$ cat src/rtl/radio_ctrl_macros.svh
`ifndef RADIO_CTRL_MACROS_SVH
`define RADIO_CTRL_MACROS_SVH

// Host register map
`define RC_REG_ID                7'h00
`define RC_REG_RST_CNTRL         7'h01
`define RC_REG_IRQ_CNTRL_STATUS  7'h02
`define RC_REG_LED_CNTRL         7'h10
`define RC_REG_RED_LED_DUTY      7'h11
`define RC_REG_GREEN_LED_DUTY    7'h12
`define RC_REG_BLUE_LED_DUTY     7'h13
`define RC_REG_ADC_BUF_CNTRL     7'h20
`define RC_REG_ADC_BUF_ADDR      7'h21
`define RC_REG_ADC_BUF_DATA      7'h22

`define RC_ID_VALUE              32'hDADC0001 // Identity word

// Capture buffer depth is 2^12 samples
`define RC_BUF_ADDR_W            12

`define RC_IRQ_COUNT             8

// PWM resolution and channel count
`define RC_LED_W                 12
`define RC_LED_COUNT             3

`endif
$ cat src/rtl/radio_ctrl_pkg.sv
`default_nettype none

`include "radio_ctrl_macros.svh"

package radio_ctrl_pkg;

    // Host bus
    typedef logic [6:0]  reg_addr_t;
    typedef logic [31:0] reg_data_t;

    // ADC path
    typedef logic [15:0] adc_sample_t;
    typedef logic [16:0] adc_word_t; // Overflow flag on top of the code
    typedef logic [`RC_BUF_ADDR_W-1:0] buf_addr_t;

    typedef logic [`RC_IRQ_COUNT-1:0] irq_vec_t;

    // LED driver
    typedef logic [`RC_LED_W-1:0]     led_duty_t;
    typedef logic [`RC_LED_COUNT-1:0] led_vec_t;

    // Capture sequencer
    typedef enum logic
    {
        cap_idle,
        cap_writing
    } capture_state_t;

endpackage

`default_nettype wire

$ cat src/rtl/irq_ctrl.sv
`timescale 1ns/1ps
`default_nettype none

`include "radio_ctrl_macros.svh"

module irq_ctrl
(
    input  wire                      led_clk,
    input  wire                      adc_dpram_rst,
    input  wire                      capturing,
    input  wire                      adc_of_reg,
    input  radio_ctrl_pkg::irq_vec_t irq_mask_smc,
    input  radio_ctrl_pkg::irq_vec_t irq_mask_dsp,
    input  radio_ctrl_pkg::irq_vec_t irq_clear,
    input  radio_ctrl_pkg::irq_vec_t irq_set,
    output radio_ctrl_pkg::irq_vec_t irq_state,
    output logic                     smc_irq_n,
    output logic                     dsp_irq_n
);

    radio_ctrl_pkg::irq_vec_t irq_lines;
    radio_ctrl_pkg::irq_vec_t irq_lines_d; // Previous cycle for edge detect
    radio_ctrl_pkg::irq_vec_t irq_rise;

    // Lines 0 to 2 are capture running, capture done and ADC overflow
    assign irq_lines = {{(`RC_IRQ_COUNT - 3){1'b0}}, adc_of_reg, ~capturing, capturing};

    assign irq_rise = irq_lines & ~irq_lines_d;

    // Active low requests
    assign smc_irq_n = ~|(irq_state & irq_mask_smc);
    assign dsp_irq_n = ~|(irq_state & irq_mask_dsp);

    // Loads during reset too, so no edge shows up once reset ends
    always_ff @(posedge led_clk)
    begin
        irq_lines_d <= irq_lines;
    end

    always_ff @(posedge led_clk)
    begin
        if (adc_dpram_rst)
            irq_state <= '0;
        else
            irq_state <= (irq_state & ~irq_clear) | irq_rise | irq_set; // Set beats clear
    end

    // A low output needs a masked source that was pending one edge earlier
    smc_irq_cause: assert property (@(posedge led_clk) disable iff (adc_dpram_rst)
        !smc_irq_n |-> |(irq_mask_smc & $past(irq_state | irq_rise | irq_set)))
        else $error("smc_irq_n low without a pending masked source");

    dsp_irq_cause: assert property (@(posedge led_clk) disable iff (adc_dpram_rst)
        !dsp_irq_n |-> |(irq_mask_dsp & $past(irq_state | irq_rise | irq_set)))
        else $error("dsp_irq_n low without a pending masked source");

endmodule

`default_nettype wire

$ cat config.mk
export PLATFORM = sky130hd
export DESIGN_NAME = irq_ctrl
export DESIGN_NICKNAME = d
export VERILOG_FILES = /design/src/rtl/radio_ctrl_pkg.sv /design/src/rtl/irq_ctrl.sv
export VERILOG_INCLUDE_DIRS = /design/src /design/src/rtl
export SDC_FILE = /design/constraint.sdc
export NUM_CORES = 1
export LEC_CHECK = 0
export ABC_AREA = 1
export BUFFER_PORTS_ARGS = -buffer_cell sky130_fd_sc_hd__buf_2
export CAP_MARGIN = 20
export CORE_UTILIZATION = 35
export DETAILED_ROUTE_END_ITERATION = 10
export PLACE_DENSITY = 0.75
export SYNTH_ARGS = -nofsm -noshare
export SYNTH_HDL_FRONTEND = slang
export SYNTH_SLANG_ARGS = --single-unit
$ cat constraint.sdc
create_clock -name led_clk -period 1.05 [get_ports led_clk]
set_clock_uncertainty 0.15 [all_clocks]
set_input_delay 0.2625 -clock led_clk [delete_from_list [all_inputs] [get_ports led_clk]]
set_output_delay 0.2625 -clock led_clk [all_outputs]
set_load 0.01 [all_outputs]
# Yosys cells after proc, flatten, opt, wreduce, memory -nomap -nowiden
# Index checks and enable logic that the tools add are counted.
[totals] out_inout_bits=10 input_bits=36 word_cells=15 reg_bits=11
[op_classes] reduce_logical=4 n_bitwise=9
[op_table] operator="$and 8x8->8" count=3
[op_table] operator="$or 8x8->8" count=2
[op_table] operator="$reduce_or 8->1" count=2
[op_table] operator="$and 3x8->8" count=1
[op_table] operator="$not 3->8" count=1
[op_table] operator="$not 8->8" count=1
[op_table] operator="$logic_not 1->1" count=2
[op_table] operator="$not 1->1" count=1

# Depth between registers and ports, before layout
# Gate-level depths: netlist of run 1.
[logic_depth] depth_word=4 depth_mapped=5 depth_no_buf=5

# Least setup slack after synthesis of run 1
# OpenSTA, ideal clock, no wires.
[synth_path] path_kind="register to output" from="register irq_state[1]" to="output dsp_irq_n" slack_ns=-0.060 arrival_ns=0.697 required_time_ns=0.637 stages_incl_launch_ff=6 path_cell_list="dfxtp_1 > nand2_1 > nand2_1 > inv_1 > nand2_1 > nor2_1"
[synth_between] elab_chain_len=3
[synth_rtl] element="from (decl)" line="irq_ctrl.sv:16" source="output radio_ctrl_pkg::irq_vec_t irq_state,"
[synth_rtl] element="from (signal assigned)" line="irq_ctrl.sv:45" source="irq_state <= (irq_state & ~irq_clear) | irq_rise | irq_set;"
[synth_rtl] element="$and 8x8->8" line="irq_ctrl.sv:32" source="assign dsp_irq_n = ~|(irq_state & irq_mask_dsp);"
[synth_rtl] element="$reduce_or 8->1" line="irq_ctrl.sv:32"
[synth_rtl] element="$logic_not 1->1" line="irq_ctrl.sv:32"
[synth_rtl] element="to (decl)" line="irq_ctrl.sv:18" source="output logic dsp_irq_n"
# Every way passes these cells.

# Final worst setup path of run 1
[layout_path] from="register irq_state[1]" to="output smc_irq_n"
[layout_between] elab_chain_len=3
[layout_rtl] element="$and 8x8->8" line="irq_ctrl.sv:31" source="assign smc_irq_n = ~|(irq_state & irq_mask_smc);"
[layout_rtl] element="$reduce_or 8->1" line="irq_ctrl.sv:31"
[layout_rtl] element="$logic_not 1->1" line="irq_ctrl.sv:31"
[layout_rtl] element="to (decl)" line="irq_ctrl.sv:17" source="output logic smc_irq_n,"
# Every way passes these cells.

==> results of run 1 <==
-- timing repair --
action                                 4_1_cts  5_1_grt
setup endpoints to repair                   10       10
hold buffers                                 2        0
gates resized for setup                     15        6
buffers inserted                             1        3
pin swaps                                    3        1
endpoints found under the hold margin        2        0
-- worst max-delay path by stage --
stage / startpoint / to / cells after the start
2_1_floorplan: irq_state[4] / dsp_irq_n / 5
5_1_grt: irq_state[1] / dsp_irq_n / 6
3_5_place_dp: irq_mask_smc[4] / smc_irq_n / 7
3_3_place_gp: irq_mask_dsp[4] / dsp_irq_n / 7
6_report: irq_state[1] / smc_irq_n / 6
4_1_cts: irq_state[3] / smc_irq_n / 6
-- cell families after synthesis --
group	share of synthesized area
AND/OR/NAND/NOR	0.359
buffers and inverters	0.172
AO/OA/AOI/OAI	0.0478
flip-flops	0.421
-- area by class of cell --
type | count | area, um2 | share of cell area
well taps | 15 | 18.8 | 0.0193
flip-flops and latches | 11 | 233 | 0.239
clock buffers | 3 | 22.5 | 0.0231
inverters | 24 | 90.1 | 0.0925
clock inverters | 1 | 5.00 | 0.00514
multi-input cells | 52 | 226 | 0.233
repair buffers | 56 | 378 | 0.388
-- through the flow --
step                      cells  setup TNS (ns)
after floorplan              87         -0.0287
after global placement      154          -0.261
final                       162           -2.45
after CTS                   161           -2.38
after global routing        162           -2.95
after detailed placement    154          -0.282
-- sequential cells by signal (all words and copies together), names as in the netlist --
signal,count
irq_state,8
irq_lines_d,3
-- report_power, final --
group	internal, uW	switching, uW	leakage [uW]
clock	141	132	0.0000177
combinational	168	120	0.000503
sequential	448	20.6	0.0000943
-- cells in the final DEF (no fill, tap or decap) --
cell type,count
dfxtp_1,3
clkinv_2,1
clkbuf_4,3
nand2_2,2
dfxtp_4,1
buf_6,12
nor2_1,5
buf_2,37
a21oi_1,4
dlygate4sd3_1,2
a21oi_2,1
nand3b_1,3
inv_1,24
buf_4,5
dfxtp_2,7
nand2_1,35
nor2_2,2
-- metal layers --
layer / up-vias / global-route usage
met4: 0 / 0.117
met3: 2 / 0.0652
met2: 17 / 0.377
met1: 285 / 0.169
met5: - / 0
li1: 368 / -
==> flow_results.org, run 1 <==
** Timing
- For the pin with the worst max-slew slack, the measured transition is 0.134 ns.
- Static timing analysis puts the maximum clock frequency at 695 MHz.
- Setup repair after global routing could not meet its margin everywhere.
- The worst path in the final design needs a cycle of 1.44 ns, including I/O delays and setup.
- The tightest hold path in the finished design has a slack of 0.0392 ns.
- Setup violations remaining at the end of the flow were counted as 10.
- The hold violation count in the final report was 0.
- Once routing completed, OpenROAD measured the worst setup slack at -0.388 ns.
- Slew HR :: 0.911
- The final count of pins violating max slew was 0.
- Dividing the final minimum period by the clock period gives 1.37.

** Worst setup path
- Data arrival time of the critical path :: 1.03 ns
- Element type at the critical path end :: primary output
- Reg-to-reg endpoint :: irq_state[4]
- In this run the critical register-to-register path is launched from irq_state[4].
- Cell repeated most along the worst path :: nand2_1
- At the worst endpoint, the required time is 0.64 ns.
- STA classifies the critical path startpoint as a flip-flop.
- The setup check on the worst reg-to-reg path leaves a slack of 0.05 ns.
- Max stage delay on crit path :: 0.33 ns
- FF-to-FF path depth :: 4
- Worst Path Buf+Inv :: 2
- Slowest CP cell :: dfxtp_2
- The cell family contributing the most delay on the critical path is flip-flops.
- CP max FO :: 3
- Critical path class :: flip-flop to primary output
- Traced cell by cell, the critical path runs through nand2_1 > nand2_1 > inv_1 > nand2_1 > nor2_2 > buf_2.

** Global routing
- The via count of the first global-routing pass came to 568.
- After global routing the overflow that remains totals 0.
- The initial antenna violation count is 0.
- The first global-routing pass estimated 2.03 mm of wire.
- Overall Global Routing Usage :: 0.195
- Entering global routing, the biggest net connects 8 pins.

** Floorplanning
- The core region is 1350 um2.
- Initial standard-cell utilization of the core :: 0.387
- Site row count :: 13
- Die ar. :: 1650 um2
- Die Width :: 40.7 um
- Height of the die :: 40.7 um
- In this run the count of I/O pins placed on the die edge is 46.

** Power
- Power comes to 1030 uW.
- VDD sags by at most 0.000859 V.
- Power density cells :: 1060 nW/um2
- Summed over all cells, the static leakage comes to 0.000615 uW.

** Synth
- The largest total area in the synthesized netlist belongs to dfxtp_1.
- Number of synthesized flops with an enable pin :: 0
- Total nets after synthesis :: 123
- Synth Register Bits :: 11
- For this run, the number of Yosys warnings is 0.
- By instance count, the leading cell after synthesis is nand2_1.
- The cell area that synthesis handed to floorplanning was 523 um2.
- The most used flip-flop cell after synthesis is dfxtp_1.
- For this run, the register share of the synthesized area comes to 0.421.
- Number of different library cells in the post-synthesis netlist :: 6
- Yosys attributes the largest share of cell area to dfxtp_1, nand2_1, inv_1, nor2_1, a21oi_1.
- Post-synthesis instance total :: 87
- Of the post-synthesis cell area, the dominant cell type holds 0.421.
- Commonest cells in the synthesized netlist :: nand2_1, inv_1, dfxtp_1
- Mean Syn Cell Area :: 6.01 um2
- Proportion of register bits with asynchronous set or reset after synthesis :: 0

** Routing
- The routed design uses 55 um of met3 wire.
- Summed over all nets, wire length on met2 after detailed routing comes to 865 um.
- DRC marker count from the first detailed-route iteration :: 8
- After detailed routing, no signal wire sits above met4.
- The final route contains 672 vias.
- In the final routed layout, each cell accounts on average for 9.44 um.
- Met1 WL :: 601 um
- For this run, design rule violations remaining after detail routing come to 0.
- Via count normalized by instance count :: 4.15
- For this run, the detailed router's first-pass iteration total came to 2.
- Post-DRT Antenna Nets :: 0
- After detailed routing, the total wire length is 1.53 mm.

** Placed design
- Final weighted congestion of routability-driven global placement :: 0.726
- In this run the cell area measured after placement is 830 um2.
- Port Buffer Count :: 45
- DP HPWL :: 1.09 mm
- Prior to clock tree synthesis, the placed netlist has a worst setup slack of -0.150 ns.

** Finish
- Final-layout fill cell count :: 116
- Number of nets in the finished design :: 184
- Antenna diode count :: 0
- Share of layout cells above drive strength 1 :: 0.483
- Once layout is complete, the utilization of the core stands at 0.721.
- Cell area after layout :: 973 um2
- Area growth syn-to-layout :: 86.1%

** Worst hold path
- Counting instances, the worst hold path has a depth of 2.
- The tightest min-delay check is of the input pin to flip-flop type.
- The path with the worst hold slack has its endpoint at irq_lines_d[1].
- The worst hold path begins at capturing.

** Clock network
- Largest buffer count on any clock path :: 2
- Number of buffers added by the clock tree synthesis step :: 3
- After clock tree synthesis, the clock-pin slew on the worst setup and hold paths is 0.07 ns.
- Clock Sinks :: 11
- The root buffer cell chosen for the clock tree is clkbuf_4.
- Clk_lat worst skew :: 0.26 ns
- TritonCTS clock tree :: built
- Clock H-tree levels :: 1

** Run status
- The flow ran to the end, but the final reports show violations.
- Failing checks :: negative setup slack

** Run
- Count of maximum capacitance violations :: 0
No activity file was read; power rests on OpenSTA's default activity.
==> run 2, diff against run 1 <==
--- a/config.mk
+++ b/config.mk
@@ -6,12 +6,11 @@
 export SDC_FILE = /design/constraint.sdc
 export NUM_CORES = 1
 export LEC_CHECK = 0
-export ABC_AREA = 1
 export BUFFER_PORTS_ARGS = -buffer_cell sky130_fd_sc_hd__buf_2
 export CAP_MARGIN = 20
-export CORE_UTILIZATION = 35
+export CORE_UTILIZATION = 29
 export DETAILED_ROUTE_END_ITERATION = 10
-export PLACE_DENSITY = 0.75
+export PLACE_DENSITY = 0.71
 export SYNTH_ARGS = -nofsm -noshare
 export SYNTH_HDL_FRONTEND = slang
 export SYNTH_SLANG_ARGS = --single-unit
==> constraint.sdc (replaced) <==
create_clock -name led_clk -period 1.2 [get_ports led_clk]
set_clock_uncertainty 0.15 [all_clocks]
set_input_delay 0.3 -clock led_clk [delete_from_list [all_inputs] [get_ports led_clk]]
set_output_delay 0.3 -clock led_clk [all_outputs]
set_load 0.01 [all_outputs]
==> flow_results.org, run 2 <==
** Timing
- Based on the critical path, the design can be clocked at up to 646 MHz.
- On the final layout, the worst hold slack is 0.0203 ns.
- At the pin with the least slew margin, the transition time is 0.256 ns.
- Slew HR :: 0.829
- Setup repair after global routing could not meet its margin everywhere.
- Of the available clock period, the critical path in the final layout requires 1.29.
- Count of final hold-check violations :: 0
- In the post-route analysis, the smallest setup slack over all paths is -0.349 ns.
- After layout, the minimum clock period comes to 1.55 ns.
- Number of setup violations in the final report :: 8
- The final count of pins violating max slew came to 0.

** Synth
- Summed over all instances, the cell type with the most area after synthesis is dfxtp_1.
- Synthesis handed over a netlist of 42 instances.
- When the netlist entered floorplanning its net count stood at 78.
- Commonest cells in the synthesized netlist :: dfxtp_1, nor2b_1, a22oi_1
- Synth Register Bits :: 11
- Number of synthesized flops with an enable pin :: 0
- Sequential-to-total area share from yosys stat :: 0.506
- Synth area leaders :: dfxtp_1, nor2b_1, a22oi_1, o21a_1, o31a_1
- A synthesized cell averages 10.4 um2.
- Netlist area before placement :: 435 um2
- Number of warnings issued by yosys :: 0
- Among all flip-flop cells after synthesis, the most frequent one is dfxtp_1.
- After synthesis, the share of flip-flops with an asynchronous set or reset is 0.
- The share of synthesized area in the top cell type comes to 0.506.
- Number of different library cells in the post-synthesis netlist :: 8
- Among all cell types in the netlist, the one instantiated most often is dfxtp_1.

** Finish
- Most frequent cells in the layout :: buf_2, nor2b_1, buf_6
- Cell area after layout :: 851 um2
- Compared with the post-synthesis result, the final layout area differs by 95.4%.
- Number of nets in the finished design :: 133
- In the final layout, the share of cells above drive strength 1 is 0.698.
- For this run, the number of standard cells in the final layout without fillers is 111.
- Top Registers :: irq_state x8, irq_lines_d x3
- Largest register FFs :: 8
- 0 antenna diodes ended up in the layout.
- After filler insertion, the fill cell instance count of the layout stands at 115.
- More flip-flops sit in one register than any other, and that register is irq_state.
- The library cell used most frequently in the layout, excluding fill and tap cells, is buf_2.

** Clock network
- Clock transition time at the flip-flop clock pins of the worst setup and hold paths :: 0.06 ns
- Clock Sinks :: 11
- Buffer cell driving the clock tree root :: clkbuf_4
- Largest buffer count on any clock path :: 2
- The clock reaches the later pin of the worst-skew pair after 0.26 ns.
- Clock H-tree levels :: 1
- TritonCTS built the clock tree.
- Number of buffers added by the clock tree synthesis step :: 3

** Routing
- DRC marker count from the first detailed-route iteration :: 2
- Post-DRT Antenna Nets :: 0
- Routed WL per cell :: 10.6 um
- After detailed routing, the number of vias per cell comes to 4.88.
- Total vias in the final route :: 542
- Residual DRC count :: 0
- The final layout contains routed wiring with a total length of 1.18 mm.
- The first detailed-routing pass ran for 2 iterations.

** Placed design
- Final weighted congestion of routability-driven global placement :: 0.545
- Summing all placed instances gives a cell area of 709 um2.
- # placed instances :: 106
- Buffers placed on the I/O ports in this run total 45.
- The HPWL after detailed placement is 893 um.
- Worst slack, placed :: -0.178 ns

** Worst setup path
- The cell family contributing the most delay on the critical path is flip-flops.
- STA classifies the critical path startpoint as a flip-flop.
- At the worst endpoint, the arrival time is 1.10 ns.
- Element type at the critical path end :: primary output
- On the worst path, the slowest cell contributes a delay of 0.34 ns.
- Worst Path Buf+Inv :: 1
- The slowest stage of the critical path belongs to the cell dfxtp_2.
- FF-to-FF setup slack :: 0.13 ns
- CP Cell Sequence :: a22oi_1 > and4_1 > buf_2
- CP max FO :: 3
- By startpoint and endpoint, the worst setup path is classified as flip-flop to primary output.
- For the worst setup path, the data required time is 0.75 ns.

** Global routing
- Overall Global Routing Usage :: 0.149
- Pin count of the biggest net entering global routing :: 9
- The first global-routing pass estimated 1.55 mm of wire.
- Remaining global-route overflow :: 0
- The initial antenna violation count came to 0.
- Number of global-route vias before repair :: 453

** Floorplanning
- In this run the count of I/O pins placed on the die edge is 46.
- Height of the die :: 40.8 um
- Die ar. :: 1660 um2
- Core footprint :: 1350 um2
- Die Width :: 40.8 um
- The initial utilization of the core area, before any placement, comes to 0.323.
- In this run the core area contains 13 standard-cell rows.

** Power
- VDD sags by at most 0.000637 V.
- Leakage dissipation :: 0.000408 uW
- Final Power :: 861 uW
- Power spread over the standard cell area amounts to 1010 nW/um2.

** Run status
- Status :: finished, violations left
- Failing checks :: negative setup slack

** Run
- Count of maximum capacitance violations :: 0

** Worst hold path
- Class of the worst hold path :: input pin to flip-flop
-- run 2: changes by cell type in the layout (fill, tap and decap cells not counted), moves of 3 or more --
cell	change
nor2b_1	+10
a21oi_1	-4
o21a_1	+5
nor2_1	-4
o31a_1	+3
nand2_1	-35
buf_4	-5
inv_1	-22
a22oi_2	+7
nand3b_1	-3
-- run 2: final timing paths --
kind,startpoint,endpoint,cells after the start
setup / recovery,irq_state[0],dsp_irq_n,3
hold / removal,capturing,irq_lines_d[0],1
setup reg to reg,irq_state[2],irq_state[2],3
hold reg to reg,irq_lines_d[1],irq_state[1],2
-- run 2: power breakdown --
group	total (uW)	switching [uW]	internal [uW]	leakage, uW
sequential	414	24.2	390	0.0000949
clock	244	115	129	0.0000150
combinational	203	68.7	134	0.000298
-- run 2: cells by family (layout without fill, tap and decap cells) --
logic type             Yosys count  count (layout)  synth area share
AOI/OAI and AO/OA               16              16             0.285
and+or+nand+nor                 13              13             0.193
buffers and inverters            2              56            0.0172
DFF                             11              11             0.506
-- run 2: timing repair --
item                       CTS  global route
gates resized for setup     18            11
hold endpoints to repair     1             0
setup buffers                0             1
setup endpoints to repair   10            10
pin swaps                    4             5
hold buffers                 1             0
-- run 2: worst register-to-register path: cells and delay by family (launching register included) --
family | cells | cell delay, ns
flops | 1 | 0.34
compound gates | 1 | 0.23
buf+inv | 1 | 0.12
simple gates | 1 | 0.12
-- run 2: layout make-up --
class	instances	area, um2	area share
multi-input cells	29	243	0.285
well taps	15	18.8	0.0221
clock buffers	4	26.3	0.0309
flip-flops and latches	11	238	0.279
inverters	2	7.51	0.00882
repair buffers	50	318	0.374
-- run 2: per-layer routing --
metal | global-route usage | vias to the layer above | wire (um)
met5 | 0 | - | 0
met4 | 0.0750 | 0 | 6
met3 | 0.0707 | 2 | 149
met2 | 0.302 | 37 | 587
met1 | 0.112 | 238 | 435
li1 | - | 265 | -
-- run 2: metrics by stage --
step / setup TNS, ns / util
after floorplan: 0 / -
after global placement: -0.312 / 0.525
after detailed placement: -0.332 / 0.525
after CTS: -1.09 / 0.599
after global routing: -1.45 / 0.630
final: -0.979 / 0.630
==> run 3, diff against run 2 <==
--- a/config.mk
+++ b/config.mk
@@ -7,10 +7,10 @@
 export NUM_CORES = 1
 export LEC_CHECK = 0
 export BUFFER_PORTS_ARGS = -buffer_cell sky130_fd_sc_hd__buf_2
-export CAP_MARGIN = 20
-export CORE_UTILIZATION = 29
+export CORE_UTILIZATION = 31
+export CTS_BUF_LIST = sky130_fd_sc_hd__clkbuf_8
 export DETAILED_ROUTE_END_ITERATION = 10
-export PLACE_DENSITY = 0.71
+export PLACE_DENSITY = 0.76
 export SYNTH_ARGS = -nofsm -noshare
 export SYNTH_HDL_FRONTEND = slang
 export SYNTH_SLANG_ARGS = --single-unit
==> flow_results.org, run 3 (synthesis gave the netlist of run 2 again) <==
** Finish
- Leaving out fill and tap cells, the most frequent cells in the layout are buf_2, nor2b_1, buf_6.
- Reg with most FFs :: irq_state
- Count of non-filler cells in the finished layout :: 110
- At the end of the flow, the number of nets in the layout was 132.
- Cell area after layout :: 842 um2
- Of the cells placed in the final design, the portion with a size suffix greater than 1 is 0.705.
- Top Registers :: irq_state x8, irq_lines_d x3
- Leaving out fill and tap cells, the most frequent cell in the layout is buf_2.
- 0 antenna diodes ended up in the layout.
- Final Util :: 0.647
- From synthesis to final layout, the design area changed by 93.4%.
- The register with the most flip-flops in the layout has 8 of them.

** Floorplanning
- From left edge to right edge, the die measures 39.5 um.
- The die covers 1560 um2.
- Pin placement for this block handled 46 I/O pins.
- The die is 39.5 um tall.
- After floorplanning, the core was divided into 13 placement rows.
- After floorplanning, the core was sized to cover 1300 um2.
- Initial standard-cell utilization of the core :: 0.335

** Clock network
- Buffers inserted to repair hold after CTS numbered 0.
- The clock net in this run drives a total of 11 sinks.
- TritonCTS built the clock tree.
- Clock latency on the worst-skew pair, taken at its later pin, is 0.24 ns.
- Buffers added to address setup during post-CTS repair amount to 0.
- Clock H-tree levels :: 1
- No sink is reached through more buffers than the 2 on the longest clock path.
- After clock tree synthesis, the clock-pin slew on the worst setup and hold paths is 0.05 ns.
- Number of buffers added by the clock tree synthesis step :: 3
- Buffer cell driving the clock tree root :: clkbuf_8

** Timing
- Counting I/O delays and the setup requirement, the final critical path takes 1.50 ns.
- Setup repair after global routing missed its margin :: true
- At the pin with the least slew margin, the transition time is 0.268 ns.
- The hold violation count in the final report is 0.
- Maximum clock frequency :: 667 MHz
- Final period utilization :: 1.25
- Number of setup violations in the final report :: 6
- Post-Route Hold Slack :: 0.0230 ns
- Final Worst Setup Slack :: -0.300 ns
- The final count of pins violating max slew was 0.
- Slew HR :: 0.821

** Routing
- Using the TritonRoute via totals, the vias-per-cell ratio works out to 4.66.
- Post-DRT Antenna Nets :: 0
- For this run, the detailed router's first-pass iteration total came to 1.
- After the first detailed-routing iteration, the DRC count stood at 0.
- For this run, design rule violations remaining after detail routing come to 0.
- Total vias in the final route :: 513
- Routed WL per cell :: 10.4 um
- Summed over all layers, the routed wires come to 1.15 mm.

** Worst setup path
- In this run the worst path has a maximum fanout of 3.
- The worst register-to-register path begins at irq_state[0].
- Data arrives at the worst endpoint at 1.05 ns.
- Worst setup path startpoint :: irq_state[0]
- Reg-to-reg endpoint :: irq_state[0]
- STA classifies the critical path endpoint as a primary output.
- Worst setup endpoint :: smc_irq_n
- Critical path class :: flip-flop to primary output
- FF-to-FF path depth :: 3
- For the worst setup path, the data required time is 0.75 ns.
- FF-to-FF setup slack :: 0.15 ns
- Startpoint kind of the worst setup timing path :: flip-flop

** Global routing
- Wire length of the first global-routing pass :: 1.64 mm
- Summed over all layers, the global routing overflow is 0.
- Pin count of the biggest net entering global routing :: 9
- Number of global-route vias before repair :: 422
- Overall Global Routing Usage :: 0.160
- The initial antenna violation count was 0.

** Placed design
- Port Buffer Count :: 45
- The wire-length estimate of the detail-placed layout is 897 um.
- Summing all placed instances gives a cell area of 709 um2.
- The congestion estimate from routability-driven global placement came to 0.661.
- # placed instances :: 106
- At the placement stage, the worst setup path has a slack of -0.173 ns.

** Run status
- Failing checks :: negative setup slack
- Status :: finished, violations left

** Run
- Count of maximum capacitance violations :: 0

** Worst hold path
- Class of the worst hold path :: input pin to flip-flop

** Power
- VDD sags by at most 0.000785 V.
- Leakage dissipation :: 0.000412 uW
- Power density cells :: 1160 nW/um2
run 3: changes by cell type in the layout (fill, tap and decap cells not counted):
cell           delta
clkbuf_8          +3
dfxtp_4           -2
clkbuf_1          -1
dfxtp_2           +2
buf_2             +2
inv_1             +1
clkbuf_4          -3
buf_6             -2
dlygate4sd3_1     -1
run 3: final cells by class:
type                       count  area (um2)
tap                           15        18.8
clock inverter                 1        3.75
timing repair buffer          49         295
sequential                    11         233
inverter                       2        7.51
multi-input combinational     29         243
fill                         121         459
clock buffer                   3        41.3
run 3: layer usage:
metal  GRT usage  share of wire
met5           0              0
met2       0.262           0.45
met3      0.0568          0.086
met1       0.179           0.44
met4      0.0776          0.015
run 3: worst min path at each step:
stage / startpoint / to / cells after the start
final: adc_of_reg / irq_lines_d[2] / 1
after global routing: adc_of_reg / irq_lines_d[2] / 1
after CTS: adc_of_reg / irq_lines_d[2] / 1
after detailed placement: adc_of_reg / irq_lines_d[2] / 1
after global placement: adc_of_reg / irq_lines_d[2] / 1
after floorplan: capturing / irq_lines_d[0] / 0
run 3: through the flow:
step | total power (uW) | setup TNS, ns
6_report | 977 | -0.761
3_5_place_dp | 580 | -0.328
2_1_floorplan | 476 | 0
5_1_grt | 1020 | -0.929
3_3_place_gp | 577 | -0.320
4_1_cts | 969 | -0.762
run 3: what timing repair did:
item	CTS	global route
pin swaps	1	5
setup endpoints to repair	7	8
resized for setup	16	8
cloned	0	0
run 3: worst max-delay path: stages (launching register included):
cell and delay, ns:
dfxtp_2 0.34, a22oi_2 0.16, and4_1 0.19, buf_2 0.13
run 3: power breakdown:
group	switching, uW	internal (uW)	total [uW]
Clock	140	225	365
Sequential	22.6	393	416
Combinational	69.3	127	196
